### config.mk
export PLATFORM = sky130hd
export DESIGN_NAME = fetch_control_regs
export DESIGN_NICKNAME = d
export VERILOG_FILES = /design/src/fetch_pkg.sv /design/src/fetch_control_regs.sv
export SDC_FILE = /design/constraint.sdc
export NUM_CORES = 1
export LEC_CHECK = 0
export ABC_AREA = 1
export BUFFER_PORTS_ARGS = -buffer_cell sky130_fd_sc_hd__buf_2
export CAP_MARGIN = 10
export CORE_MARGIN = 1
export CORE_UTILIZATION = 48
export DETAILED_ROUTE_END_ITERATION = 6
export PLACE_DENSITY = 0.76
export SETUP_SLACK_MARGIN = 0.02
export SLEW_MARGIN = 20
export SYNTH_ARGS = -nofsm -noshare
export SYNTH_HDL_FRONTEND = slang
export SYNTH_SLANG_ARGS = --single-unit
export TNS_END_PERCENT = 10
### constraint.sdc
create_clock -name clk -period 3.8 [get_ports clk]
set_input_delay 0.38 -clock clk [delete_from_list [all_inputs] [get_ports clk]]
set_output_delay 0.38 -clock clk [all_outputs]
set_load 0.02 [all_outputs]
### src/fetch_pkg.sv
package fetch_pkg;

    ////////////////////////////////////////////////////////////
    // Widths that carry a meaning
    typedef logic [31:0] addr_t;
    typedef logic [31:0] instr_t;
    typedef logic [0:0]  unit_id_t;
    typedef logic [1:0]  cfg_addr_t;

    // Sub-unit indices, also used as FIFO attribute values
    localparam unit_id_t SCRATCH_ID = 1'b0;
    localparam unit_id_t BUS_ID     = 1'b1;

    ////////////////////////////////////////////////////////////
    // Address map

    // First fetch after reset lands in scratch
    localparam addr_t RESET_VEC = 32'h8000_0000;

    // Scratch region is one 4 KB page
    localparam addr_t SCRATCH_BASE       = 32'h8000_0000;
    localparam int    SCRATCH_CHECK_BITS = 20;

    // External memory takes a 256 MB window
    localparam addr_t MEMORY_BASE       = 32'h4000_0000;
    localparam int    MEMORY_CHECK_BITS = 4;

    ////////////////////////////////////////////////////////////
    // Configuration register indices
    localparam cfg_addr_t CFG_HOLD         = 2'd0;
    localparam cfg_addr_t CFG_REDIRECT     = 2'd1;
    localparam cfg_addr_t CFG_SCRATCH_ADDR = 2'd2;
    localparam cfg_addr_t CFG_SCRATCH_DATA = 2'd3;

endpackage
### src/fetch_control_regs.sv
`timescale 1ns/1ps

module fetch_control_regs #(
    parameter int SCRATCH_WORDS = 256
) (
    input  logic                             clk,
    input  logic                             flush_or_rst,

    // Configuration port, four-phase req/ack
    input  logic                             cfg_req,
    input  fetch_pkg::cfg_addr_t             cfg_addr,
    input  fetch_pkg::addr_t                 cfg_wdata,
    output logic                             cfg_ack,

    // Steering of fetch
    output logic                             hold,
    output logic                             redirect,
    output fetch_pkg::addr_t                 redirect_pc,

    // Scratch loading
    output logic                             scratch_we,
    output logic [$clog2(SCRATCH_WORDS)-1:0] scratch_waddr,
    output fetch_pkg::instr_t                scratch_wdata
);

    localparam int IDX_W = $clog2(SCRATCH_WORDS);

    typedef enum logic [1:0] {
        CFG_IDLE,
        CFG_ACKED,
        CFG_WAIT_DROP
    } cfg_state_t;

    cfg_state_t       state;
    logic             do_write;
    logic [IDX_W-1:0] scratch_idx;

    // The write happens on the edge that raises cfg_ack
    assign do_write = (state == CFG_IDLE) && cfg_req;
    assign cfg_ack  = (state != CFG_IDLE);

    always_ff @(posedge clk) begin
        if (flush_or_rst) begin
            state <= CFG_IDLE;
        end else begin
            case (state)
                CFG_IDLE:      if (cfg_req) state <= CFG_ACKED;
                CFG_ACKED:     state <= cfg_req ? CFG_WAIT_DROP : CFG_IDLE;
                CFG_WAIT_DROP: if (!cfg_req) state <= CFG_IDLE;
                default:       state <= CFG_IDLE;
            endcase
        end
    end

    ////////////////////////////////////////////////////////////
    // Registers and one-cycle strobes
    always_ff @(posedge clk) begin
        if (flush_or_rst) begin
            hold        <= 1'b0;
            redirect    <= 1'b0;
            scratch_we  <= 1'b0;
            scratch_idx <= '0;
        end else begin
            redirect   <= do_write && (cfg_addr == fetch_pkg::CFG_REDIRECT);
            scratch_we <= do_write && (cfg_addr == fetch_pkg::CFG_SCRATCH_DATA);
            if (do_write && cfg_addr == fetch_pkg::CFG_HOLD)
                hold <= cfg_wdata[0];
            // Data writes step the index so the memory loads as a stream
            if (do_write && cfg_addr == fetch_pkg::CFG_SCRATCH_ADDR)
                scratch_idx <= cfg_wdata[IDX_W-1:0];
            else if (do_write && cfg_addr == fetch_pkg::CFG_SCRATCH_DATA)
                scratch_idx <= scratch_idx + 1'b1;
        end
    end

    always_ff @(posedge clk) begin
        if (do_write && cfg_addr == fetch_pkg::CFG_REDIRECT)
            redirect_pc <= cfg_wdata;
        if (do_write && cfg_addr == fetch_pkg::CFG_SCRATCH_DATA) begin
            scratch_waddr <= scratch_idx;
            scratch_wdata <= cfg_wdata;
        end
    end

    ack_needs_req: assert property (@(posedge clk) disable iff (flush_or_rst)
        $rose(cfg_ack) |-> $past(cfg_req))
        else $error("cfg_ack rose without cfg_req");

endmodule

==> flow_summary.yaml <==
min_path:
  hold_path.class: "in2reg"
placement:
  io_buffers: 112
  gp_congestion: 0.798
  place_ws_ns: 1.54
  post-dp-hpwl_um: 3820
synthesis:
  ys_ff_latch: 85
  yosysUniqueCellTypes: 25
  syn_avg_cell_area_um2: 16.6
  netlist.area_leader.share_pct: 75.2
  netlist_area_um2: 2880
  netlist_instances: 173
  ys_warn_count: 0
  synth_area_leaders: "edfxtp_1 (75%), dfxtp_1 (9.0%), nand2_1 (3.8%)"
  synth_nets: 211
  synth_area_leader_cell: "edfxtp_1"
  seq_area_frac_synth_pct: 84.2
clocking:
  clkSlewWorstSetupHoldPaths_ns: 0.09
  htreeDepth: 3
  clk_latency_ns: 0.34
  cts-resized-gates: 0
  cts_sinks: 85
  post_cts_buffers: 0
  tritoncts: "done"
  numCtsBuffers: 9
  root_buffer: "clkbuf_8"
  hold_buffers: 0
  clock_path_buffers: 2
power_and_ir_drop:
  total_power_w: 0.00179
  p_switching_w: 0.000407
  leakage_nw: 1.55
  swShare_pct: 22.7
  power.density_nw_per_um2: 478
  power_frac_seq_pct: 58.7
  power.internal_w: 0.00139
  pwr-share-comb_pct: 6.7
  irDropWorstVdd_v: 0.000244
  power_frac_clock_pct: 34.6
timing:
  fmax_ghz: 0.494
  min_period_over_period_pct: 53.3
  rsz0062_at_grt: "false"
  maxSlewViolCount: 0
  max_slew_margin_pct: 41.8
  skew_ns: 0.00490
  timing.setup.tns_ns: 0
  tightest_slew_ns: 0.869
  fin_ws_ns: 1.78
  finalHoldViolCount: 0
  setup_violations: 0
  period_needed_ns: 2.02
critical_path:
  end_kind: "flip-flop"
  cp.arrival_ns: 2.04
  critical_path_class: "reg2reg"
  crit_path_start_kind: "flip-flop"
  path_max_fanout: 23
  required_ns: 3.82
grt:
  gr-usage-met3_pct: 5.03
  first_global_vias: 1685
  antenna_found_initial: 0
  grt_util_met1_pct: 24.3
  grt_max_degree: 43
  overflow: 0
  grt_pass1_wl_um: 8260
  grtUsageMet2_pct: 28.3
  grt_usage_pct: 18.4
  busiest_layer: "met2"
final_layout:
  layout.cells.most_common_list: "buf_2 (112), edfxtp_1 (72), nand2_1 (29)"
  post-route-util_pct: 66.4
  antennaDiodeCount: 0
  final_nets: 335
  syn2layout_area_growth_pct: 30.3
  fill_cells: 424
  final_common_cell: "buf_2"
  drive_gt1_share_pct: 45.7
route:
  ant_nets: 0
  drt_iter0_markers: 96
  dr.pass1.iters: 4
  via_count: 1804
  drt-total-wl_um: 5400
  drc: 0
  wl_per_cell_um: 14.4
  viasPerCell: 4.82
floorplan:
  rows: 27
  die_w_um: 79.4
  core_area_um2: 5640
  ios: 113
  dieHeight_um: 79.4
  initial_core_util_pct: 51.0
  dieArea_um2: 6310
flow_run:
  maxCapViolCount: 0
status:
  status: "finished clean"
registers in the layout, indices dropped and copies added (netlist names):
register       flops
redirect_pc       32
scratch_wdata     32
scratch_idx        8
scratch_waddr      8
state              2
hold               1
redirect           1
scratch_we         1
cell usage after synthesis, drive strengths merged:
cell type,instances
nand2,30
dfxtp,13
o22ai,1
or2,1
inv,16
nor3,3
buf,1
nand3,10
edfxtp,72
nand4,2
a21oi,5
nor4,1
o21a,1
ha,1
a31oi,1
nor2,7
xor2,2
o21ai,6
layer usage:
| metal | up-vias | share of wire [%] |
|---|---|---|
| li1 | 869 | - |
| met4 | 0 | 1.0 |
| met5 | - | 0 |
| met1 | 834 | 46 |
| met2 | 93 | 45 |
| met3 | 8 | 8.4 |
critical path, stage by stage, from the launching register on:
cell     delay, ns
dfxtp_1       0.34
nor2_4        0.15
nand2_4       0.11
nor3_2        0.67
buf_4         0.43
power by group through the flow:
| stage | logic (W) | clock network (W) | registers (W) |
|---|---|---|---|
| after CTS | 0.000121 | 0.000635 | 0.00105 |
| after floorplan | 0.0000353 | 0 | 0.00110 |
| after detailed placement | 0.000121 | 0 | 0.00107 |
| after global placement | 0.000119 | 0 | 0.00107 |
| after global routing | 0.000132 | 0.000675 | 0.00105 |
| final | 0.000120 | 0.000620 | 0.00105 |
cells by family (layout without fill, tap and decap cells):
family | after synthesis | after routing | synth area share (%)
simple gates | 54 | 54 | 9.79
compound gates | 14 | 14 | 2.61
fa+ha+maj | 1 | 1 | 0.435
buf+inv | 17 | 146 | 2.35
xor+xnor | 2 | 2 | 0.609
flops | 85 | 85 | 84.2
layout make-up:
class / instances / area (um^2) / share of cell area (%)
Clock buffer: 9 / 124 / 3.31
Clock inverter: 7 / 75.1 / 2.00
Inverter: 16 / 62.6 / 1.67
Multi-Input combinational cell: 71 / 398 / 10.6
Sequential cell: 85 / 2420 / 64.6
Tap cell: 72 / 90.1 / 2.40
Timing Repair Buffer: 114 / 576 / 15.4
path summary, 6_finish.rpt:
path	from	endpoint	slack [ns]	cells after the start
worst min register to register	hold	hold	0.47	2
worst max-delay path	state[1]	redirect_pc[10]	1.78	4
worst max register to register	state[1]	redirect_pc[10]	1.78	4
worst min-delay path	cfg_wdata[18]	scratch_wdata[18]	0.22	1
metrics by stage:
stage	area (um^2)	hold slack, ns	instances
after detailed placement	3550	0.461	358
after CTS	3750	0.202	374
after floorplan	2880	0.449	173
after global placement	3550	0.433	358
after global routing	3750	0.194	374
final	3750	0.222	374
No activity file was read; power rests on OpenSTA's default activity.
