**src/fetch_pkg.sv**
```systemverilog
package fetch_pkg;

    ////////////////////////////////////////////////////////////
    // Widths that carry a meaning
    typedef logic [31:0] addr_t;
    typedef logic [31:0] instr_t;
    typedef logic [0:0]  unit_id_t;
    typedef logic [1:0]  cfg_addr_t;

    // Sub-unit indices, also used as FIFO attribute values
    localparam unit_id_t SCRATCH_ID = 1'b0;
    localparam unit_id_t BUS_ID     = 1'b1;

    ////////////////////////////////////////////////////////////
    // Address map

    // First fetch after reset lands in scratch
    localparam addr_t RESET_VEC = 32'h8000_0000;

    // Scratch region is one 4 KB page
    localparam addr_t SCRATCH_BASE       = 32'h8000_0000;
    localparam int    SCRATCH_CHECK_BITS = 20;

    // External memory takes a 256 MB window
    localparam addr_t MEMORY_BASE       = 32'h4000_0000;
    localparam int    MEMORY_CHECK_BITS = 4;

    ////////////////////////////////////////////////////////////
    // Configuration register indices
    localparam cfg_addr_t CFG_HOLD         = 2'd0;
    localparam cfg_addr_t CFG_REDIRECT     = 2'd1;
    localparam cfg_addr_t CFG_SCRATCH_ADDR = 2'd2;
    localparam cfg_addr_t CFG_SCRATCH_DATA = 2'd3;

endpackage
```
**src/fetch.sv**
```systemverilog
`timescale 1ns/1ps

module fetch #(
    parameter int FIFO_DEPTH = 2
) (
    input  logic              clk,
    input  logic              flush_or_rst,

    // Steering
    input  logic              id_available,
    input  logic              hold,
    input  logic              redirect,
    input  fetch_pkg::addr_t  redirect_pc,

    // Sub-units, indexed by unit_id_t
    output logic [1:0]        unit_new_request,
    output fetch_pkg::addr_t  unit_addr [2],
    output logic [1:0]        unit_flush,
    input  logic [1:0]        unit_ready,
    input  logic [1:0]        unit_data_valid,
    input  fetch_pkg::instr_t unit_data [2],

    // Result
    output logic              fetch_complete,
    output fetch_pkg::addr_t  fetch_pc,
    output fetch_pkg::instr_t fetch_instruction,
    output logic              fetch_fault
);

    // Entry layout: {unit id, fault, pc}
    localparam int PC_W   = $bits(fetch_pkg::addr_t);
    localparam int ATTR_W = $bits(fetch_pkg::unit_id_t) + 1 + PC_W;

    fetch_pkg::addr_t      pc;
    logic [1:0]            unit_hit;
    logic                  mapped;
    fetch_pkg::unit_id_t   unit_sel;
    logic                  issue;
    logic                  fault_pending;
    logic                  attr_flush;
    logic                  attr_valid;
    logic                  attr_full;
    logic [ATTR_W-1:0]     attr_in;
    logic [ATTR_W-1:0]     attr_out;
    fetch_pkg::unit_id_t   head_unit;
    logic                  head_fault;

    ////////////////////////////////////////////////////////////
    // Region decode
    assign unit_hit[fetch_pkg::SCRATCH_ID] =
        pc[31:32-fetch_pkg::SCRATCH_CHECK_BITS] ==
        fetch_pkg::SCRATCH_BASE[31:32-fetch_pkg::SCRATCH_CHECK_BITS];
    assign unit_hit[fetch_pkg::BUS_ID] =
        pc[31:32-fetch_pkg::MEMORY_CHECK_BITS] ==
        fetch_pkg::MEMORY_BASE[31:32-fetch_pkg::MEMORY_CHECK_BITS];

    assign mapped   = |unit_hit;
    assign unit_sel = unit_hit[fetch_pkg::BUS_ID] ? fetch_pkg::BUS_ID : fetch_pkg::SCRATCH_ID;

    ////////////////////////////////////////////////////////////
    // Issue and PC
    // Nothing issues in the redirect cycle, the new stream starts after it
    assign issue = id_available & ~hold & ~fault_pending & (&unit_ready) &
                   ~attr_full & ~redirect;

    always_ff @(posedge clk) begin
        if (flush_or_rst)
            pc <= fetch_pkg::RESET_VEC;
        else if (redirect)
            pc <= {redirect_pc[31:2], 2'b00};
        else if (issue)
            pc <= pc + 32'd4;
    end

    // Fetch stalls after an unmapped PC until the next redirect
    always_ff @(posedge clk) begin
        if (flush_or_rst || redirect)
            fault_pending <= 1'b0;
        else if (issue && !mapped)
            fault_pending <= 1'b1;
    end

    for (genvar i = 0; i < 2; i++) begin : g_units
        assign unit_new_request[i] = issue & unit_hit[i];
        assign unit_addr[i]        = pc;
        assign unit_flush[i]       = flush_or_rst | redirect;
    end

    ////////////////////////////////////////////////////////////
    // In-flight attributes
    assign attr_flush = flush_or_rst | redirect;
    assign attr_in    = {unit_sel, ~mapped, pc};

    fetch_attr_fifo #(
        .DATA_WIDTH(ATTR_W),
        .DEPTH     (FIFO_DEPTH)
    ) attr_fifo (
        .clk         (clk),
        .flush_or_rst(attr_flush),
        .push        (issue),
        .pop         (fetch_complete),
        .data_in     (attr_in),
        .data_out    (attr_out),
        .valid       (attr_valid),
        .full        (attr_full)
    );

    assign head_unit  = attr_out[ATTR_W-1];
    assign head_fault = attr_out[PC_W];

    ////////////////////////////////////////////////////////////
    // Result
    // Faults complete at the head without waiting on a unit
    assign fetch_complete = attr_valid & ~redirect &
                            (head_fault | unit_data_valid[head_unit]);
    assign fetch_pc          = attr_out[PC_W-1:0];
    assign fetch_fault       = head_fault;
    assign fetch_instruction = head_fault ? '0 : unit_data[head_unit];

    no_spurious_data: assert property (@(posedge clk) disable iff (flush_or_rst)
        (|unit_data_valid) |->
            (attr_valid && !head_fault && unit_data_valid[head_unit] &&
             $onehot(unit_data_valid)))
        else $error("Sub-unit data without a matching FIFO head entry");

endmodule

```
**src/fetch_attr_fifo.sv**
```systemverilog
`timescale 1ns/1ps

module fetch_attr_fifo #(
    parameter int DATA_WIDTH = 34,
    parameter int DEPTH      = 2
) (
    input  logic                  clk,
    input  logic                  flush_or_rst,
    input  logic                  push,
    input  logic                  pop,
    input  logic [DATA_WIDTH-1:0] data_in,
    output logic [DATA_WIDTH-1:0] data_out,
    output logic                  valid,
    output logic                  full
);

    localparam int PTR_W   = (DEPTH > 1) ? $clog2(DEPTH) : 1;
    localparam int COUNT_W = $clog2(DEPTH + 1);

    logic [DATA_WIDTH-1:0] entries [DEPTH];
    logic [PTR_W-1:0]      wr_ptr;
    logic [PTR_W-1:0]      rd_ptr;
    logic [COUNT_W-1:0]    count;

    // Pointers wrap at DEPTH, which need not be a power of two
    always_ff @(posedge clk) begin
        if (flush_or_rst) begin
            wr_ptr <= '0;
            rd_ptr <= '0;
            count  <= '0;
        end else begin
            if (push)
                wr_ptr <= (wr_ptr == PTR_W'(DEPTH - 1)) ? '0 : wr_ptr + 1'b1;
            if (pop)
                rd_ptr <= (rd_ptr == PTR_W'(DEPTH - 1)) ? '0 : rd_ptr + 1'b1;
            if (push && !pop)
                count <= count + 1'b1;
            else if (pop && !push)
                count <= count - 1'b1;
        end
    end

    always_ff @(posedge clk) begin
        if (push)
            entries[wr_ptr] <= data_in;
    end

    assign data_out = entries[rd_ptr];
    assign valid    = (count != '0);
    assign full     = (count == COUNT_W'(DEPTH));

    no_overflow_or_underflow: assert property (@(posedge clk) disable iff (flush_or_rst)
        (push |-> !full) and (pop |-> valid))
        else $error("Attribute FIFO push while full or pop while empty");

endmodule

```
**config.mk**
```make
export PLATFORM = sky130hd
export DESIGN_NAME = fetch
export DESIGN_NICKNAME = d
export VERILOG_FILES = /design/src/fetch_pkg.sv /design/src/fetch.sv /design/src/fetch_attr_fifo.sv
export SDC_FILE = /design/constraint.sdc
export NUM_CORES = 1
export LEC_CHECK = 0
export BUFFER_PORTS_ARGS = -buffer_cell sky130_fd_sc_hd__buf_2
export CAP_MARGIN = 20
export CORE_ASPECT_RATIO = 1.2
export CORE_MARGIN = 2
export CORE_UTILIZATION = 43
export DETAILED_ROUTE_END_ITERATION = 8
export PLACE_DENSITY = 0.73
export SYNTH_ARGS = -nofsm -noshare
export SYNTH_HDL_FRONTEND = slang
export SYNTH_HIERARCHICAL = 1
export SYNTH_SLANG_ARGS = --single-unit
export TNS_END_PERCENT = 5
```
**constraint.sdc**
```tcl
create_clock -name clk -period 8.15 [get_ports clk]
set_input_delay 0.815 -clock clk [delete_from_list [all_inputs] [get_ports clk]]
set_output_delay 0.815 -clock clk [all_outputs]
set_load 0.01 [all_outputs]
```
==> flow_summary.yaml, run 1 <==
status:
  status: "complete, no violations"
sta:
  fin_ws_ns: 4.32
  tightest_slew_ns: 0.984
  setup_tns_ns: 0
  post-route-min-period_ns: 3.83
  hold_violations: 0
  finalClockSkew_ns: 0.00732
  slew_headroom: 0.344
  fmax_mhz: 261
  setup_viol: 0
  period_share: 0.470
  rsz0062_at_grt: "no"
  slew_violations: 0
power_and_ir_drop:
  combinationalPowerShare: 0.108
  power_frac_clock: 0.351
  p_sw_frac: 0.243
  p_seq_frac: 0.540
  p_int_uw: 846
  p_total_mw: 1.12
  switching_power_uw: 271
  powerDensity_nw_per_um2: 166
  p_leak_nw: 2.89
  ir_worst_vdd_uv: 113
global_route:
  track_usage: 0.195
  grt_pass1_vias: 4187
  antenna_found_initial: 2
  grt-ovfl-total: 0
  grt_pass1_wl_um: 21000
  grt_start_max_net_pins: 47
routing:
  vias: 4554
  drc: 0
  drtAntennaViolNets: 0
  vias_per_cell: 5.33
  routed_wl_um: 14100
  drt_iter0_markers: 318
  wire_per_inst_um: 16.5
  drt_pass1_iterations: 5
logic_synthesis:
  synth_seq_cells: 104
  ys_warn_count: 6
  synth_top_area_share: 0.363
  ys_top_cells_by_count: "buf_4, edfxtp_1, nor2_1"
  synth-main-ff-cell: "edfxtp_1"
  synthTopCellsByArea: "edfxtp_1, dfxtp_1, buf_4, mux2_2, mux2i_1"
  synth_edf_count: 68
  avgSynthCellArea_um2: 10.7
  synth.largest_area_cell: "edfxtp_1"
  synth_most_common_cell: "buf_4"
  seq_area_frac_synth: 0.491
  synth_cell_type_count: 49
  synth_cells: 528
  netlist_area_um2: 5630
  async_reset_ff_frac: 0
setup_path:
  start_kind: "register"
  critPathRequiredTime_ns: 7.34
  path_class: "reg2out"
  path_max_fanout: 34
  endpoint_kind: "output pin"
  crit_arrival_ns: 3.02
die:
  placementRows: 45
  die-area_um2: 14000
  coreArea_um2: 12700
  boundaryPins: 239
  die_w_um: 108
  die_h_um: 129
  initial_core_util: 0.442
cells_and_area:
  nNetsFinal: 792
  drive_gt1_frac: 0.422
  area_delta_synth_final_pct: 19.4
placed_design:
  gp_congestion: 0.794
  dp.final_hpwl_um: 10300
  dpl_worst_slack_ns: 4.62
  io_buffers: 232
cts:
  cts_hold_buf: 0
  cts_tree: "done"
  cts.sinks: 104
  htreeDepth: 3
  worstSkewPairLatency_ns: 0.34
  clkTransAtPathRegs_ns: 0.07
  numCtsBuffers: 9
  postCtsSetupRepairBufs: 0
  cts_root_buffer: "clkbuf_16"
  cts_resized: 0
  cts_max_path_buffers: 2
hold_path:
  hp-class: "reg2reg"
run:
  maxCapViolCount: 0
-- registers in the layout (all words and copies together) (netlist names), named ones only --
| signal | cells |
|---|---|
| attr_fifo/count | 2 |
| attr_fifo/wr_ptr | 1 |
| attr_fifo/rd_ptr | 1 |
| attr_fifo/entries | 68 |
| fault_pending | 1 |
| pc | 30 |
-- power groups by stage --
stage | combinational [mW] | sequential (mW) | clock (mW)
2_1_floorplan | 0.0930 | 0.605 | 0
3_3_place_gp | 0.117 | 0.614 | 0
3_5_place_dp | 0.120 | 0.615 | 0
4_1_cts | 0.121 | 0.604 | 0.398
5_1_grt | 0.134 | 0.607 | 0.422
6_report | 0.121 | 0.604 | 0.393
-- worst paths after layout --
kind,startpoint,depth (start not counted),to,slack (ns)
setup / recovery,register,4,fetch_complete,4.32
hold / removal,attr_fifo/count[1],2,attr_fifo/count[1],0.50
setup reg to reg,register,7,attr_fifo/count[1],4.76
hold reg to reg,attr_fifo/count[1],2,attr_fifo/count[1],0.50
-- cells by family (layout without fill, tap and decap cells) --
logic type	after synthesis	count (layout)	synth area share
compound gates	58	58	0.0732
xor+xnor	12	12	0.0187
fa+ha+maj	2	2	0.00445
buf+inv	107	262	0.119
flops	104	104	0.491
mux	67	67	0.127
other cells	1	9	0.000667
simple gates	177	177	0.166
-- through the flow --
step | hold slack, ns | area (µm²) | utilization | instances
floorplan | 0.440 | 5650 | - | 535
global placement | 0.475 | 6410 | 0.504 | 837
detailed placement | 0.493 | 6410 | 0.504 | 837
CTS | 0.503 | 6680 | 0.525 | 853
global route | 0.537 | 6710 | 0.527 | 854
finish | 0.502 | 6710 | 0.528 | 855
-- per-layer routing --
layer	vias up	share of wire	wire length, µm	track usage
li1	2193	-	-	-
met1	2167	0.41	5740	0.238
met2	172	0.51	7240	0.332
met3	20	0.064	899	0.0498
met4	2	0.018	248	0.0694
met5	-	0.00078	11	0
-- cell type report --
type | instances | area (µm²)
fill | 1123 | 6010
sequential | 104 | 2760
multi-input combinational | 324 | 2230
timing repair buffer | 234 | 1200
clock buffer | 10 | 239
tap | 164 | 205
inverter | 12 | 45.0
clock inverter | 6 | 35.0
antenna | 1 | 2.50
-- placed cells by master (no fill, tap or decap), types with 2 or more instances in the layout --
cell type,n
conb_1,8
or3_1,5
xor2_1,6
ha_1,2
xnor2_1,6
or4_1,16
clkinvlp_4,3
a21oi_1,4
nor2_1,66
edfxtp_1,68
nor4_1,14
inv_1,11
a311oi_1,13
clkbuf_16,9
mux2_2,35
a211oi_1,9
o31ai_1,10
nor3_1,7
clkinv_1,2
a221oi_1,2
nand3_1,17
nand4_1,10
nor3b_1,4
and4_1,2
or2_2,2
mux2i_1,32
dfxtp_1,35
nand3b_1,2
nand2_1,18
nor4bb_1,2
nor4b_1,2
o21ai_0,15
buf_2,232
-- critical path: stages, from the launching register on --
cell	delay, ns
dfxtp_2	0.87
mux2_2	0.97
mux2_2	0.42
o211a_1	0.24
buf_2	0.15
Note: power is estimated with default switching activity, not from simulation.
==> inputs of run 2 (changes only) <==
- PLACE_DENSITY: 0.73 -> 0.76
- clock period: 8.15 -> 3.52 ns (I/O delays scaled with it)
==> flow_summary.yaml, run 2 (synthesis results as in run 1) <==
cts:
  numCtsBuffers: 9
  clkTransAtPathRegs_ns: 0.07
  cts_resized: 0
  cts_hold_buf: 0
  worstSkewPairLatency_ns: 0.34
  cts_tree: "done"
  cts_max_path_buffers: 2
  htreeDepth: 3
  cts_root_buffer: "clkbuf_16"
  cts.sinks: 104
  postCtsSetupRepairBufs: 0
die:
  coreArea_um2: 12700
  placementRows: 45
  die_h_um: 129
  initial_core_util: 0.442
  boundaryPins: 239
  die-area_um2: 14000
  die_w_um: 108
cells_and_area:
  nNetsFinal: 796
  multiInputGateArea_um2: 2230
  final_common_cell: "buf_2"
  drive_gt1_frac: 0.424
  final_cell_mix: "buf_2, edfxtp_1, nor2_1"
  largest_reg_flops: 68
  fillers: 1111
  area_delta_synth_final_pct: 20.0
  regArea_um2: 2760
  fin_area_um2: 6750
  reg_top3: "attr_fifo/entries (68), pc (30), attr_fifo/count (2)"
  fin_util: 0.530
  top_register: "attr_fifo/entries"
routing:
  wire_per_inst_um: 17.0
  routed_wl_um: 14600
  drc: 0
  drt_pass1_iterations: 4
  vias_per_cell: 5.33
  drt_iter0_markers: 339
  drtAntennaViolNets: 0
  vias: 4577
status:
  status: "complete, no violations"
power_and_ir_drop:
  p_sw_frac: 0.237
  p_seq_frac: 0.523
  p_total_mw: 2.67
  powerDensity_nw_per_um2: 396
  p_int_mw: 2.04
  p_leak_nw: 2.92
  combinationalPowerShare: 0.106
  switching_power_uw: 633
  power_frac_clock: 0.370
  ir_worst_vdd_uv: 271
setup_path:
  cp-endpoint: "pc[21]"
  critPathRequiredTime_ns: 3.76
  regToRegSetupSlack_ns: 0.86
  startpoint: "pc[5]"
  path_class: "reg2reg"
  path_max_fanout: 26
  crit_arrival_ns: 2.90
  rr_worst_depth: 4
  timing.rr.end: "pc[21]"
  path_cells: "nand4_2, or4_1, or4_1, a311oi_1"
  path_depth: 4
  crit_top_cell: "or4_1"
  endpoint_kind: "register"
  worst_path_max_delay_cell: "or4_1"
  reg2reg_from: "pc[5]"
  cp.buffers_inverters: 0
  cpPeakStageDelay_ns: 0.93
  start_kind: "register"
  crit_family: "simple AND/OR/NAND/NOR gates"
placed_design:
  place_area_um2: 6450
  gp_congestion: 0.810
  io_buffers: 232
  dp.final_hpwl_um: 10800
global_route:
  track_usage: 0.202
  antenna_found_initial: 1
  grt_pass1_vias: 4354
  grt-ovfl-total: 0
  grt_start_max_net_pins: 46
  grt_pass1_wl_um: 21800
sta:
  setup_tns_ns: 0
  fmax_mhz: 375
  slew_violations: 0
  tightest_slew_ns: 0.996
  rsz0062_at_grt: "no"
  period_share: 0.757
  hold_violations: 0
  setup_viol: 0
  finalClockSkew_ns: 0.00830
  hold_ws_ns: 0.273
  slew_headroom: 0.330
  post-route-min-period_ns: 2.66
run:
  maxCapViolCount: 0
hold_path:
  hp-class: "in2reg"
==> run 2: routing by layer <==
metal | global-route usage | routed length (µm) | share of wire
met5 | 0 | 0 | 0
met4 | 0.0830 | 240 | 0.016
met3 | 0.0418 | 766 | 0.052
met2 | 0.358 | 7880 | 0.54
met1 | 0.237 | 5750 | 0.39
==> run 2: worst min path at each step <==
stage | from | end | slack [ns] | cells after the start
detailed placement | fault_pending | fault_pending | 0.50 | 2
floorplan | fault_pending | fault_pending | 0.44 | 2
global route | redirect_pc[12] | pc[12] | 0.27 | 3
global placement | attr_fifo/count[1] | attr_fifo/count[1] | 0.47 | 2
finish | redirect_pc[12] | pc[12] | 0.27 | 3
CTS | redirect_pc[12] | pc[12] | 0.27 | 3
==> run 2: worst min-delay path: cells and delay by family <==
| kind | cells | cell delay (ns) |
|---|---|---|
| AOI/OAI and AO/OA | 1 | 0.07 |
| buffers and inverters | 2 | 0.13 |
==> run 2: final cells by class <==
| cell class | count | area share |
|---|---|---|
| diodes | 1 | 0.000371 |
| clock buffers | 12 | 0.0365 |
| clock inverters | 4 | 0.00797 |
| inverters | 12 | 0.00667 |
| multi-input cells | 324 | 0.330 |
| flip-flops and latches | 104 | 0.409 |
| well taps | 164 | 0.0304 |
| repair buffers | 238 | 0.179 |
==> run 2: per-stage QoR <==
stage / cells / setup WS, ns
2_1_floorplan: 535 / 0.301
3_3_place_gp: 842 / 0.897
3_5_place_dp: 842 / 0.847
4_1_cts: 858 / 0.830
5_1_grt: 859 / 0.670
6_report: 859 / 0.857
==> run 2: power groups by stage <==
stage | clock, mW | sequential [mW] | combinational (mW)
global placement | 0 | 1.42 | 0.275
detailed placement | 0 | 1.42 | 0.282
floorplan | 0 | 1.40 | 0.215
global route | 1.07 | 1.40 | 0.311
finish | 0.989 | 1.40 | 0.284
CTS | 1.00 | 1.40 | 0.283
