--- config.mk ---
export PLATFORM = sky130hd
export DESIGN_NAME = bus_fetch_unit
export DESIGN_NICKNAME = d
export VERILOG_FILES = /design/src/fetch_pkg.sv /design/src/bus_fetch_unit.sv
export SDC_FILE = /design/constraint.sdc
export NUM_CORES = 1
export LEC_CHECK = 0
export ABC_AREA = 1
export BUFFER_PORTS_ARGS = -buffer_cell sky130_fd_sc_hd__buf_2
export CORE_ASPECT_RATIO = 2
export CORE_MARGIN = 2
export CORE_UTILIZATION = 40
export CTS_BUF_LIST = sky130_fd_sc_hd__clkbuf_8 sky130_fd_sc_hd__clkbuf_16
export CTS_CLUSTER_SIZE = 28
export DETAILED_ROUTE_END_ITERATION = 6
export PLACE_DENSITY = 0.76
export SLEW_MARGIN = 20
export SYNTH_ARGS = -nofsm -noshare
export SYNTH_HDL_FRONTEND = slang
export SYNTH_SLANG_ARGS = --single-unit
--- constraint.sdc ---
create_clock -name clk -period 2.4 [get_ports clk]
set_clock_uncertainty 0.05 [all_clocks]
set_input_delay 0.12 -clock clk [delete_from_list [all_inputs] [get_ports clk]]
set_output_delay 0.12 -clock clk [all_outputs]
set_load 0.03 [all_outputs]
--- src/fetch_pkg.sv ---
package fetch_pkg;

    ////////////////////////////////////////////////////////////
    // Widths that carry a meaning
    typedef logic [31:0] addr_t;
    typedef logic [31:0] instr_t;
    typedef logic [0:0]  unit_id_t;
    typedef logic [1:0]  cfg_addr_t;

    // Sub-unit indices, also used as FIFO attribute values
    localparam unit_id_t SCRATCH_ID = 1'b0;
    localparam unit_id_t BUS_ID     = 1'b1;

    ////////////////////////////////////////////////////////////
    // Address map

    // First fetch after reset lands in scratch
    localparam addr_t RESET_VEC = 32'h8000_0000;

    // Scratch region is one 4 KB page
    localparam addr_t SCRATCH_BASE       = 32'h8000_0000;
    localparam int    SCRATCH_CHECK_BITS = 20;

    // External memory takes a 256 MB window
    localparam addr_t MEMORY_BASE       = 32'h4000_0000;
    localparam int    MEMORY_CHECK_BITS = 4;

    ////////////////////////////////////////////////////////////
    // Configuration register indices
    localparam cfg_addr_t CFG_HOLD         = 2'd0;
    localparam cfg_addr_t CFG_REDIRECT     = 2'd1;
    localparam cfg_addr_t CFG_SCRATCH_ADDR = 2'd2;
    localparam cfg_addr_t CFG_SCRATCH_DATA = 2'd3;

endpackage
--- src/bus_fetch_unit.sv ---
`timescale 1ns/1ps

module bus_fetch_unit (
    input  logic              clk,
    input  logic              flush_or_rst,

    // Fetch side
    input  logic              new_request,
    input  fetch_pkg::addr_t  addr,
    output logic              ready,
    output logic              data_valid,
    output fetch_pkg::instr_t data,

    // External memory, four-phase req/ack
    output logic              mem_req,
    output fetch_pkg::addr_t  mem_addr,
    input  logic              mem_ack,
    input  fetch_pkg::instr_t mem_rdata
);

    typedef enum logic [1:0] {
        BUS_IDLE,
        BUS_REQUESTING,
        BUS_RELEASING
    } bus_state_t;

    bus_state_t state;
    logic       discard;

    ////////////////////////////////////////////////////////////
    // Handshake
    // An open handshake always runs to completion, even across a flush
    always_ff @(posedge clk) begin
        case (state)
            BUS_IDLE:       if (new_request) state <= BUS_REQUESTING;
            BUS_REQUESTING: if (mem_ack) state <= BUS_RELEASING;
            BUS_RELEASING:  if (!mem_ack) state <= BUS_IDLE;
            default:        state <= BUS_IDLE;
        endcase
    end

    always_ff @(posedge clk) begin
        if (state == BUS_IDLE && new_request)
            mem_addr <= addr;
    end

    assign mem_req = (state == BUS_REQUESTING);
    assign ready   = (state == BUS_IDLE);

    ////////////////////////////////////////////////////////////
    // Return path
    // Data of a request older than the last flush is dropped
    always_ff @(posedge clk) begin
        if (flush_or_rst)
            discard <= 1'b1;
        else if (state == BUS_IDLE && new_request)
            discard <= 1'b0;
    end

    always_ff @(posedge clk) begin
        if (state == BUS_REQUESTING && mem_ack)
            data <= mem_rdata;
    end

    always_ff @(posedge clk) begin
        data_valid <= (state == BUS_REQUESTING) & mem_ack & ~discard & ~flush_or_rst;
    end

    mem_addr_stable: assert property (@(posedge clk) disable iff (flush_or_rst)
        (mem_req && $past(mem_req)) |-> (mem_addr == $past(mem_addr)))
        else $error("mem_addr changed during an open request");

endmodule

==> run metrics, run 1 <==
Area growth syn-to-layout=78.2%; vias in the first global route=1682; width of the die=55.2 um; All-Layer GR Usage=21.0%; Clk pwr share=29.5%; final hold vios=0; period utilization=64.5%; Die Height=106 um; Synth top area share=94.7%; die area=5860 um^2; first-pass GRT wire length=8120 um; # port buffers=134; CP max stage cell=edfxtp_1; crit-path max FO=32; Synth cell types=9; Top-Level Pins=135; combinational share of power=25.0%; drt drc=0; WP data arrival=1.49 ns; Vias/cell=4.33; total gr overflow=0; final setup margin=0.851 ns; Synth Net Count=152; Min-Delay Path Class=in -> reg; crit start category=flop; Synth Area per Inst=24.9 um^2; first-pass detailed-route iteration total=4; Internal Power=0.00252 W; dominant cell type by area after synthesis=edfxtp_1; worst path cell trace=nor2_2 -> nand2_1 -> inv_1 -> buf_4; Mapped Area=2090 um^2; VDD IR max=0.865 mV; RSZ-0062 raised after global routing=no; Worst-Margin Slew=0.402 ns; Initial DRC Count=62; Cells after Synth=84; initial antenna violation count=0; total wire length=5590 um; share of power burned in registers=45.5%; FP Rows=37; f_max=646 MHz; PostCTS Resize Cnt=0; LEAKAGE=1.61 nW; Final Max Slew Viols=0; setup TNS=0 ns; switching share of total power=30.5%; CTS H-tree depth=3; maximum clock path buffer count=2; final setup fails=0; critical path class=reg -> reg; # hold bufs at CTS=65; status=finished, final reports clean; HPWL Detailed=3300 um; number of buffers created by CTS=9; delay of the slowest critical-path stage=0.48 ns; Ys Warns=0; antenna cells=0; # clock sinks=68; NetSw=0.00111 W; pwr/cell area=973 nW/um^2; WL/cell=15.6 um; clk slew on worst S/H paths=0.06 ns; WP data required=2.34 ns; largest net degree at the start of global routing=34; CTS tree=done; Setup Buffers After CTS=0; Antenna Nets Post-Route=0; worst slack at placement=0.872 ns; min Tclk post-route=1.55 ns; Vias=1556; final-layout fill cell count=351; routability cong.=0.677; Worst-Skew Late Latency=0.32 ns; Root Driver=clkbuf_8; crit path capture type=flop; Yosys reg bits=68; maxcap violations=0; Core ar.=5090 um^2; fin nets=364; Area contributors post-synth=edfxtp_1 95%, dfxtp_1 1.9%, inv_1 0.72%; Initial Util=41.1%; slew margin rel.=73.2%; layout cell share with drive strength beyond 1=50.2%; post-synthesis sequential area ratio=96.6%
## power groups by stage
stage          Combinational (W)  Sequential (W)  Clock (W)
2_1_floorplan           0.000169         0.00204          0
3_3_place_gp            0.000808         0.00166          0
3_5_place_dp            0.000825         0.00167          0
4_1_cts                 0.000908         0.00165    0.00109
5_1_grt                 0.000964         0.00167    0.00115
6_report                0.000906         0.00165    0.00107
## critical path: cells and delay by family, from the launching register on
kind                   cells  cell delay [ns]
and+or+nand+nor            2             0.26
buffers and inverters      2             0.41
DFF                        1             0.48
## cells in the final DEF (no fill, tap or decap)
| cell | count |
|---|---|
| buf_2 | 134 |
| edfxtp_1 | 66 |
| dlygate4sd3_1 | 65 |
| clkbuf_8 | 9 |
| nand2_1 | 4 |
| inv_1 | 4 |
| clkinv_1 | 4 |
| nor2_1 | 3 |
| bufinv_16 | 3 |
| nor2_2 | 2 |
| dfxtp_1 | 2 |
| buf_4 | 2 |
| nand2_2 | 1 |
| and2_1 | 1 |
| nand3_1 | 1 |
## sequential cells by signal, summed over array words and instances (netlist names)
register    count
data           32
mem_addr       32
data_valid      1
discard         1
state           2
## metal layers
metal	up-vias	wire length (um)	track usage, %
li1	747	-	-
met3	13	411	8.99
met4	0	132	10.6
met1	723	1920	21.3
met5	-	0	0
met2	73	3120	34.7
## synthesized netlist by cell type, drive strengths merged
library cell and instances:
and2 1, dfxtp 2, edfxtp 66, inv 4, nand2 5, nand3 1, nor2 5
## cell type report
cell class	instances	area, um^2	area share [%]
clock buffers	9	124	3.32
flip-flops and latches	68	2020	54.2
multi-input cells	12	56.3	1.51
inverters	4	15.0	0.402
repair buffers	201	1340	35.8
clock inverters	7	105	2.82
well taps	58	72.6	1.95
## cell families (layout without fill, tap and decap cells)
family | count (synthesis) | count (layout) | share of synthesized area, %
and+or+nand+nor | 12 | 12 | 2.69
buffers and inverters | 4 | 221 | 0.717
DFF | 68 | 68 | 96.6
## worst paths after layout
check / slack [ns] / endpoint / depth (start not counted) / start
worst max-delay path: 0.85 / mem_addr[24] / 4 / state[1]
worst min-delay path: 0.05 / discard / 4 / new_request
worst max register to register: 0.85 / mem_addr[24] / 4 / state[1]
worst min register to register: 0.40 / discard / 2 / discard
## metrics by stage
stage	hold WS, ns	instance area [um^2]	total power (W)	instances	util, %
5_1_grt	0.0383	3730	0.00378	359	73.3
6_report	0.0465	3730	0.00363	359	73.3
3_5_place_dp	0.248	2850	0.00250	278	56.0
2_1_floorplan	0.162	2090	0.00221	84	-
4_1_cts	0.0186	3730	0.00364	359	73.3
3_3_place_gp	0.247	2850	0.00247	278	56.0
Note: power is estimated with default switching activity, not from simulation.
==> run 2, diff against run 1 <==
ABC_AREA = 0   (was 1)
clock period = 1.5 ns   (was 2.4 ns; I/O delays follow)
==> run metrics, run 2 <==
status=finished, final reports clean (unchanged); # clock sinks=68 (unchanged); Synth cell types=11 (was 9); Storage cell area=2020 um^2 (unchanged); Synth top area share=94.3% (was 94.7%); pwr/cell area=1450 nW/um^2 (was 973 nW/um^2); All-Layer GR Usage=18.7% (was 21.0%); period utilization=96.7% (was 64.5%); maximum clock path buffer count=2 (unchanged); Worst-Skew Late Latency=0.33 ns (was 0.32 ns); WL/cell=15.6 um (about the same); LEAKAGE=1.59 nW (was 1.61 nW); overall power=0.00540 W (was 0.00363 W); Area growth syn-to-layout=77.0% (was 78.2%); VDD IR max=1.21 mV (was 0.865 mV); ys async rst share=0% (unchanged); width of the die=55.3 um (was 55.2 um); final-layout fill cell count=374 (was 351); Reg-to-Reg End=mem_addr[18] (was mem_addr[24]); Root Driver=clkbuf_8 (unchanged); synth cell count leaders=66 x edfxtp_1, 3 x nor2_1 (was 66 x edfxtp_1, 4 x inv_1, 4 x nand2_1); first-pass GRT wire length=7910 um (was 8120 um); Initial DRC Count=46 (was 62); routability cong.=0.699 (was 0.677); FP Rows=37 (unchanged); commonest cells after routing, fill and taps aside=134 x buf_2, 67 x dlygate4sd3_1, 66 x edfxtp_1, 9 x clkbuf_8, 5 x clkinv_1 (was 134 x buf_2, 66 x edfxtp_1, 65 x dlygate4sd3_1, 9 x clkbuf_8); post-synthesis sequential area ratio=96.2% (was 96.6%); maxcap violations=0 (unchanged); Initial Util=41.3% (was 41.1%); Top-Level Pins=135 (unchanged); Core ar.=5090 um^2 (unchanged); Reg2Reg Depth=3 (was 4); # port buffers=134 (unchanged); total wire length=5650 um (was 5590 um); crit path capture type=flop (unchanged); Vias=1578 (was 1556); Post-synth EDFFs=66 (unchanged); vias in the first global route=1659 (was 1682); area of the multi-input gates=103 um^2 (was 56.3 um^2); WP data required=1.46 ns (was 2.34 ns); final setup fails=0 (unchanged); Synth Net Count=150 (was 152); CTS tree=done (unchanged); delay of the slowest critical-path stage=0.50 ns (was 0.48 ns); crit start category=flop (unchanged); Worst-Margin Slew=0.250 ns (was 0.402 ns); layout cell share with drive strength beyond 1=50.0% (was 50.2%); worst r2r src=state[1] (unchanged); min Tclk post-route=1.45 ns (was 1.55 ns); worst hold slack=0.401 ns (was 0.0465 ns); Regs by FF count=data: 32 flops, mem_addr: 32 flops, state: 2 flops (unchanged); Min-Delay Path Class=in -> reg (unchanged); Area contributors post-synth=edfxtp_1 94%, dfxtp_1 1.9%, and2_1 0.60% (was edfxtp_1 95%, dfxtp_1 1.9%, inv_1 0.72%); Final Max Slew Viols=0 (unchanged); leading cell type in the layout, fill and taps excluded=buf_2 (unchanged); Vias/cell=4.35 (was 4.33); f_max=689 MHz (was 646 MHz); first-pass detailed-route iteration total=4 (unchanged); hold endpoint=mem_addr[14] (was discard); clk slew on worst S/H paths=0.06 ns (about the same); Cells after Synth=82 (was 84); worst path cell trace=nor2_4 -> buf_4 -> and2_4 (was nor2_2 -> nand2_1 -> inv_1 -> buf_4); final core occ=73.1% (was 73.3%); r2r setup slk=0.05 ns (was 0.85 ns); die area=5890 um^2 (was 5860 um^2); initial antenna violation count=1 (was 0); ys flop type=edfxtp_1 (unchanged); Yosys reg bits=68 (unchanged); crit-path max FO=16 (was 32); final hold vios=0 (unchanged); drt drc=0 (unchanged); CTS H-tree depth=3 (unchanged); critical path class=reg -> reg (unchanged); most numerous cell in the Yosys netlist=edfxtp_1 (unchanged); largest net degree at the start of global routing=33 (was 34); hold path start=addr[14] (was new_request); Mapped Area=2100 um^2 (was 2090 um^2); fin nets=367 (was 364); WP data arrival=1.41 ns (was 1.49 ns); Die Height=107 um (was 106 um); CP max stage cell=edfxtp_1 (unchanged); slew margin rel.=83.3% (was 73.2%); hold depth=2 (was 4); dominant cell type by area after synthesis=edfxtp_1 (unchanged); Synth Area per Inst=25.6 um^2 (was 24.9 um^2); total gr overflow=0 (unchanged); number of buffers created by CTS=9 (unchanged); setup TNS=0 ns (unchanged); Ys Warns=0 (unchanged); Antenna Nets Post-Route=0 (unchanged)
## run 2: cell count changes after synthesis, moves of 2 or more
cell | before | now
nor2_2 | 2 | 0
nand2b_1 | 0 | 2
inv_1 | 4 | 2
nand2_1 | 4 | 0
## run 2: cells by family after synthesis
group           after synthesis  synth area share (%)
flops                        68                  96.2
buf+inv                       2                 0.357
compound gates                2                 0.715
simple gates                 10                  2.74
## run 2: area by class of cell
cell class / count / share of cell area, %
antenna: 1 / 0.0672
clock buffer: 9 / 3.33
clock inverter: 7 / 0.706
inverter: 2 / 0.202
multi-input combinational: 14 / 2.76
sequential: 68 / 54.3
tap: 58 / 1.95
timing repair buffer: 204 / 36.7
## run 2: worst max path at each step
| stage | from | endpoint | slack [ns] |
|---|---|---|---|
| 2_1_floorplan | state[1] | mem_addr[0] | -0.09 |
| 3_3_place_gp | state[1] | mem_addr[5] | 0.09 |
| 3_5_place_dp | state[1] | mem_addr[1] | 0.007 |
| 4_1_cts | state[0] | mem_addr[18] | 0.00008 |
| 5_1_grt | state[1] | mem_addr[24] | -0.006 |
| 6_report | state[1] | mem_addr[18] | 0.05 |
## run 2: metrics by stage
stage | std cells | setup slack, ns | instance area, um^2
6_report | 363 | 0.0492 | 3720
5_1_grt | 363 | -0.00645 | 3720
4_1_cts | 357 | 0.0000772 | 3670
3_5_place_dp | 274 | 0.00708 | 2850
3_3_place_gp | 274 | 0.0858 | 2850
2_1_floorplan | 82 | -0.0903 | 2110
## run 2: what timing repair did
action | in CTS | in global routing
setup endpoints to repair | 0 | 65
buffers inserted | 0 | 3
endpoints found under the hold margin | 66 | 1
hold buffers | 67 | 1
resized for setup | 0 | 3
## run 2: metal layers
metal  vias up  global-route usage, %  wire length, um
met4         0                   13.2              200
met1       724                   17.4             1890
met5         -                      0                0
li1        760                      -                -
met2        77                   33.5             3230
met3        17                   5.47              330
## run 2: critical path, delay by kind of cell, from the launching register on
family / cells / cell delay [ns]
buf+inv: 1 / 0.13
flops: 1 / 0.50
simple gates: 2 / 0.46
## run 2: power by group
part           internal [W]  switching, W
registers           0.00254      0.000121
logic              0.000522       0.00107
clock network      0.000559      0.000589
==> run 3, diff against run 2 <==
CELL_PAD_IN_SITES_DETAIL_PLACEMENT = 1   (was not set)
CELL_PAD_IN_SITES_GLOBAL_PLACEMENT = 1   (was not set)
CORE_UTILIZATION = 33   (was 40)
PLACE_DENSITY = not set   (was 0.76)
PLACE_DENSITY_LB_ADDON = 0.1   (was not set)
==> run metrics, run 3 (synthesized netlist as in run 2, its figures left out) <==
status=finished, final reports clean (unchanged); Core ar.=6260 um^2 (was 5090 um^2); number of buffers created by CTS=9 (unchanged); final setup margin=0.105 ns (was 0.0492 ns); initial antenna violation count=0 (was 1); final hold vios=0 (unchanged); Final Max Slew Viols=0 (unchanged); pwr/cell area=1590 nW/um^2 (was 1450 nW/um^2); total wire length=6190 um (was 5650 um); # clock sinks=68 (unchanged); Top-Level Pins=135 (unchanged); HPWL Detailed=3630 um; Cell Count Post-Placement=302 (was 274); critical path class=reg -> reg (unchanged); All-Layer GR Usage=18.7% (about the same); Regs by FF count=data: 32 flops, mem_addr: 32 flops, state: 2 flops (unchanged); final setup fails=0 (unchanged); layout cell share with drive strength beyond 1=50.2% (was 50.0%); worst path cell trace=nor2b_2 -> and2_4 (was nor2_4 -> buf_4 -> and2_4); maximum clock path buffer count=2 (unchanged); clk slew on worst S/H paths=0.05 ns (was 0.06 ns); width of the die=60.4 um (was 55.3 um); Initial DRC Count=32 (was 46); antenna cells=0 (was 1); worst slack at placement=-0.0259 ns (was 0.00708 ns); r2r setup slk=0.11 ns (was 0.05 ns); # port buffers=134 (unchanged); LEAKAGE=1.63 nW (was 1.59 nW); Setup Buffers After CTS=0 (unchanged); Worst-Skew Late Latency=0.32 ns (was 0.33 ns); fin nets=363 (was 367); f_max=717 MHz (was 689 MHz); delay of the slowest critical-path stage=0.47 ns (was 0.50 ns); Initial Util=33.6% (was 41.3%); FP Rows=41 (was 37); Area growth syn-to-layout=82.7% (was 77.0%); Min-Delay Path Class=in -> reg (unchanged); Die Height=117 um (was 107 um); Vias=1614 (was 1578); largest net degree at the start of global routing=17 (was 33); drt drc=0 (unchanged); leading cell type in the layout, fill and taps excluded=buf_2 (unchanged); first-pass detailed-route iteration total=4 (unchanged); routability cong.=0.677 (was 0.699); CTS H-tree depth=3 (unchanged); CTS tree=done (unchanged); Antenna Nets Post-Route=0 (unchanged); Worst-Margin Slew=0.287 ns (was 0.250 ns); fin cells=385 (was 363); slew margin rel.=80.9% (was 83.3%); WP data required=1.46 ns (about the same); VDD IR max=0.999 mV (was 1.21 mV); WL/cell=16.1 um (was 15.6 um); overall power=0.00612 W (was 0.00540 W); CP max stage cell=edfxtp_1 (unchanged); first-pass GRT wire length=8830 um (was 7910 um); maxcap violations=0 (unchanged); fin area=3840 um^2 (was 3720 um^2); die area=7060 um^2 (was 5890 um^2); commonest cells after routing, fill and taps aside=134 x buf_2, 66 x edfxtp_1, 66 x dlygate4sd3_1, 9 x clkbuf_16 (was 134 x buf_2, 67 x dlygate4sd3_1, 66 x edfxtp_1, 9 x clkbuf_8, 5 x clkinv_1); Root Driver=clkbuf_16 (was clkbuf_8); crit-path max FO=16 (unchanged); crit path capture type=flop (unchanged); vias in the first global route=1773 (was 1659); min Tclk post-route=1.39 ns (was 1.45 ns); crit start category=flop (unchanged); WP data arrival=1.36 ns (was 1.41 ns); period utilization=93.0% (was 96.7%); total gr overflow=0 (unchanged); RSZ-0062 raised after global routing=no; Vias/cell=4.19 (was 4.35); placed cell areas=2890 um^2 (was 2850 um^2)
## run 3: cell count changes in the layout (fill, tap and decap cells not counted), moves of 2 or more
cell	change
clkbuf_16	+9
buf_4	-3
clkbuf_8	-9
clkinv_1	-2
## run 3: worst max-delay path: cells and delay by family, from the launching register on
kind / cells / cell delay (ns)
simple gates: 2 / 0.56
flops: 1 / 0.47
## run 3: final cells by class
class	instances	area [um^2]
inverters	2	7.51
clock buffers	9	225
well taps	86	108
flip-flops and latches	68	2020
multi-input cells	14	97.6
repair buffers	200	1330
clock inverters	6	48.8
fillers	642	2420
## run 3: through the flow
stage | util, % | hold WS [ns] | TNS (ns)
5_1_grt | 61.4 | 0.0282 | 0
3_5_place_dp | 46.1 | 0.203 | -0.841
3_3_place_gp | 46.1 | 0.202 | 0
6_report | 61.4 | 0.0266 | 0
2_1_floorplan | - | 0.124 | -5.70
4_1_cts | 61.4 | 0.00516 | 0
## run 3: report_power, final
group	switching, W	total [W]	internal [W]
Clock	0.000684	0.00193	0.00124
Combinational	0.00106	0.00153	0.000463
Sequential	0.000118	0.00266	0.00254
Total	0.00187	0.00612	0.00425
## run 3: path summary, 6_finish.rpt
check | startpoint | to | cells after the start
worst max-delay path | state[1] | data[12] | 2
worst min-delay path | mem_ack | data_valid | 2
worst max register to register | state[1] | data[12] | 2
worst min register to register | discard | discard | 2
## run 3: repair_timing
item,in CTS,in global routing
setup endpoints to repair,64,0
hold buffers,66,0
hold endpoints to repair,65,0
gates resized for setup,2,0
## run 3: routing by layer
| layer | vias up | wire (um) | track usage [%] |
|---|---|---|---|
| li1 | 749 | - | - |
| met1 | 758 | 1860 | 16.0 |
| met2 | 93 | 3640 | 34.3 |
| met3 | 14 | 507 | 6.70 |
| met4 | 0 | 180 | 12.2 |
| met5 | - | 0 | 0 |
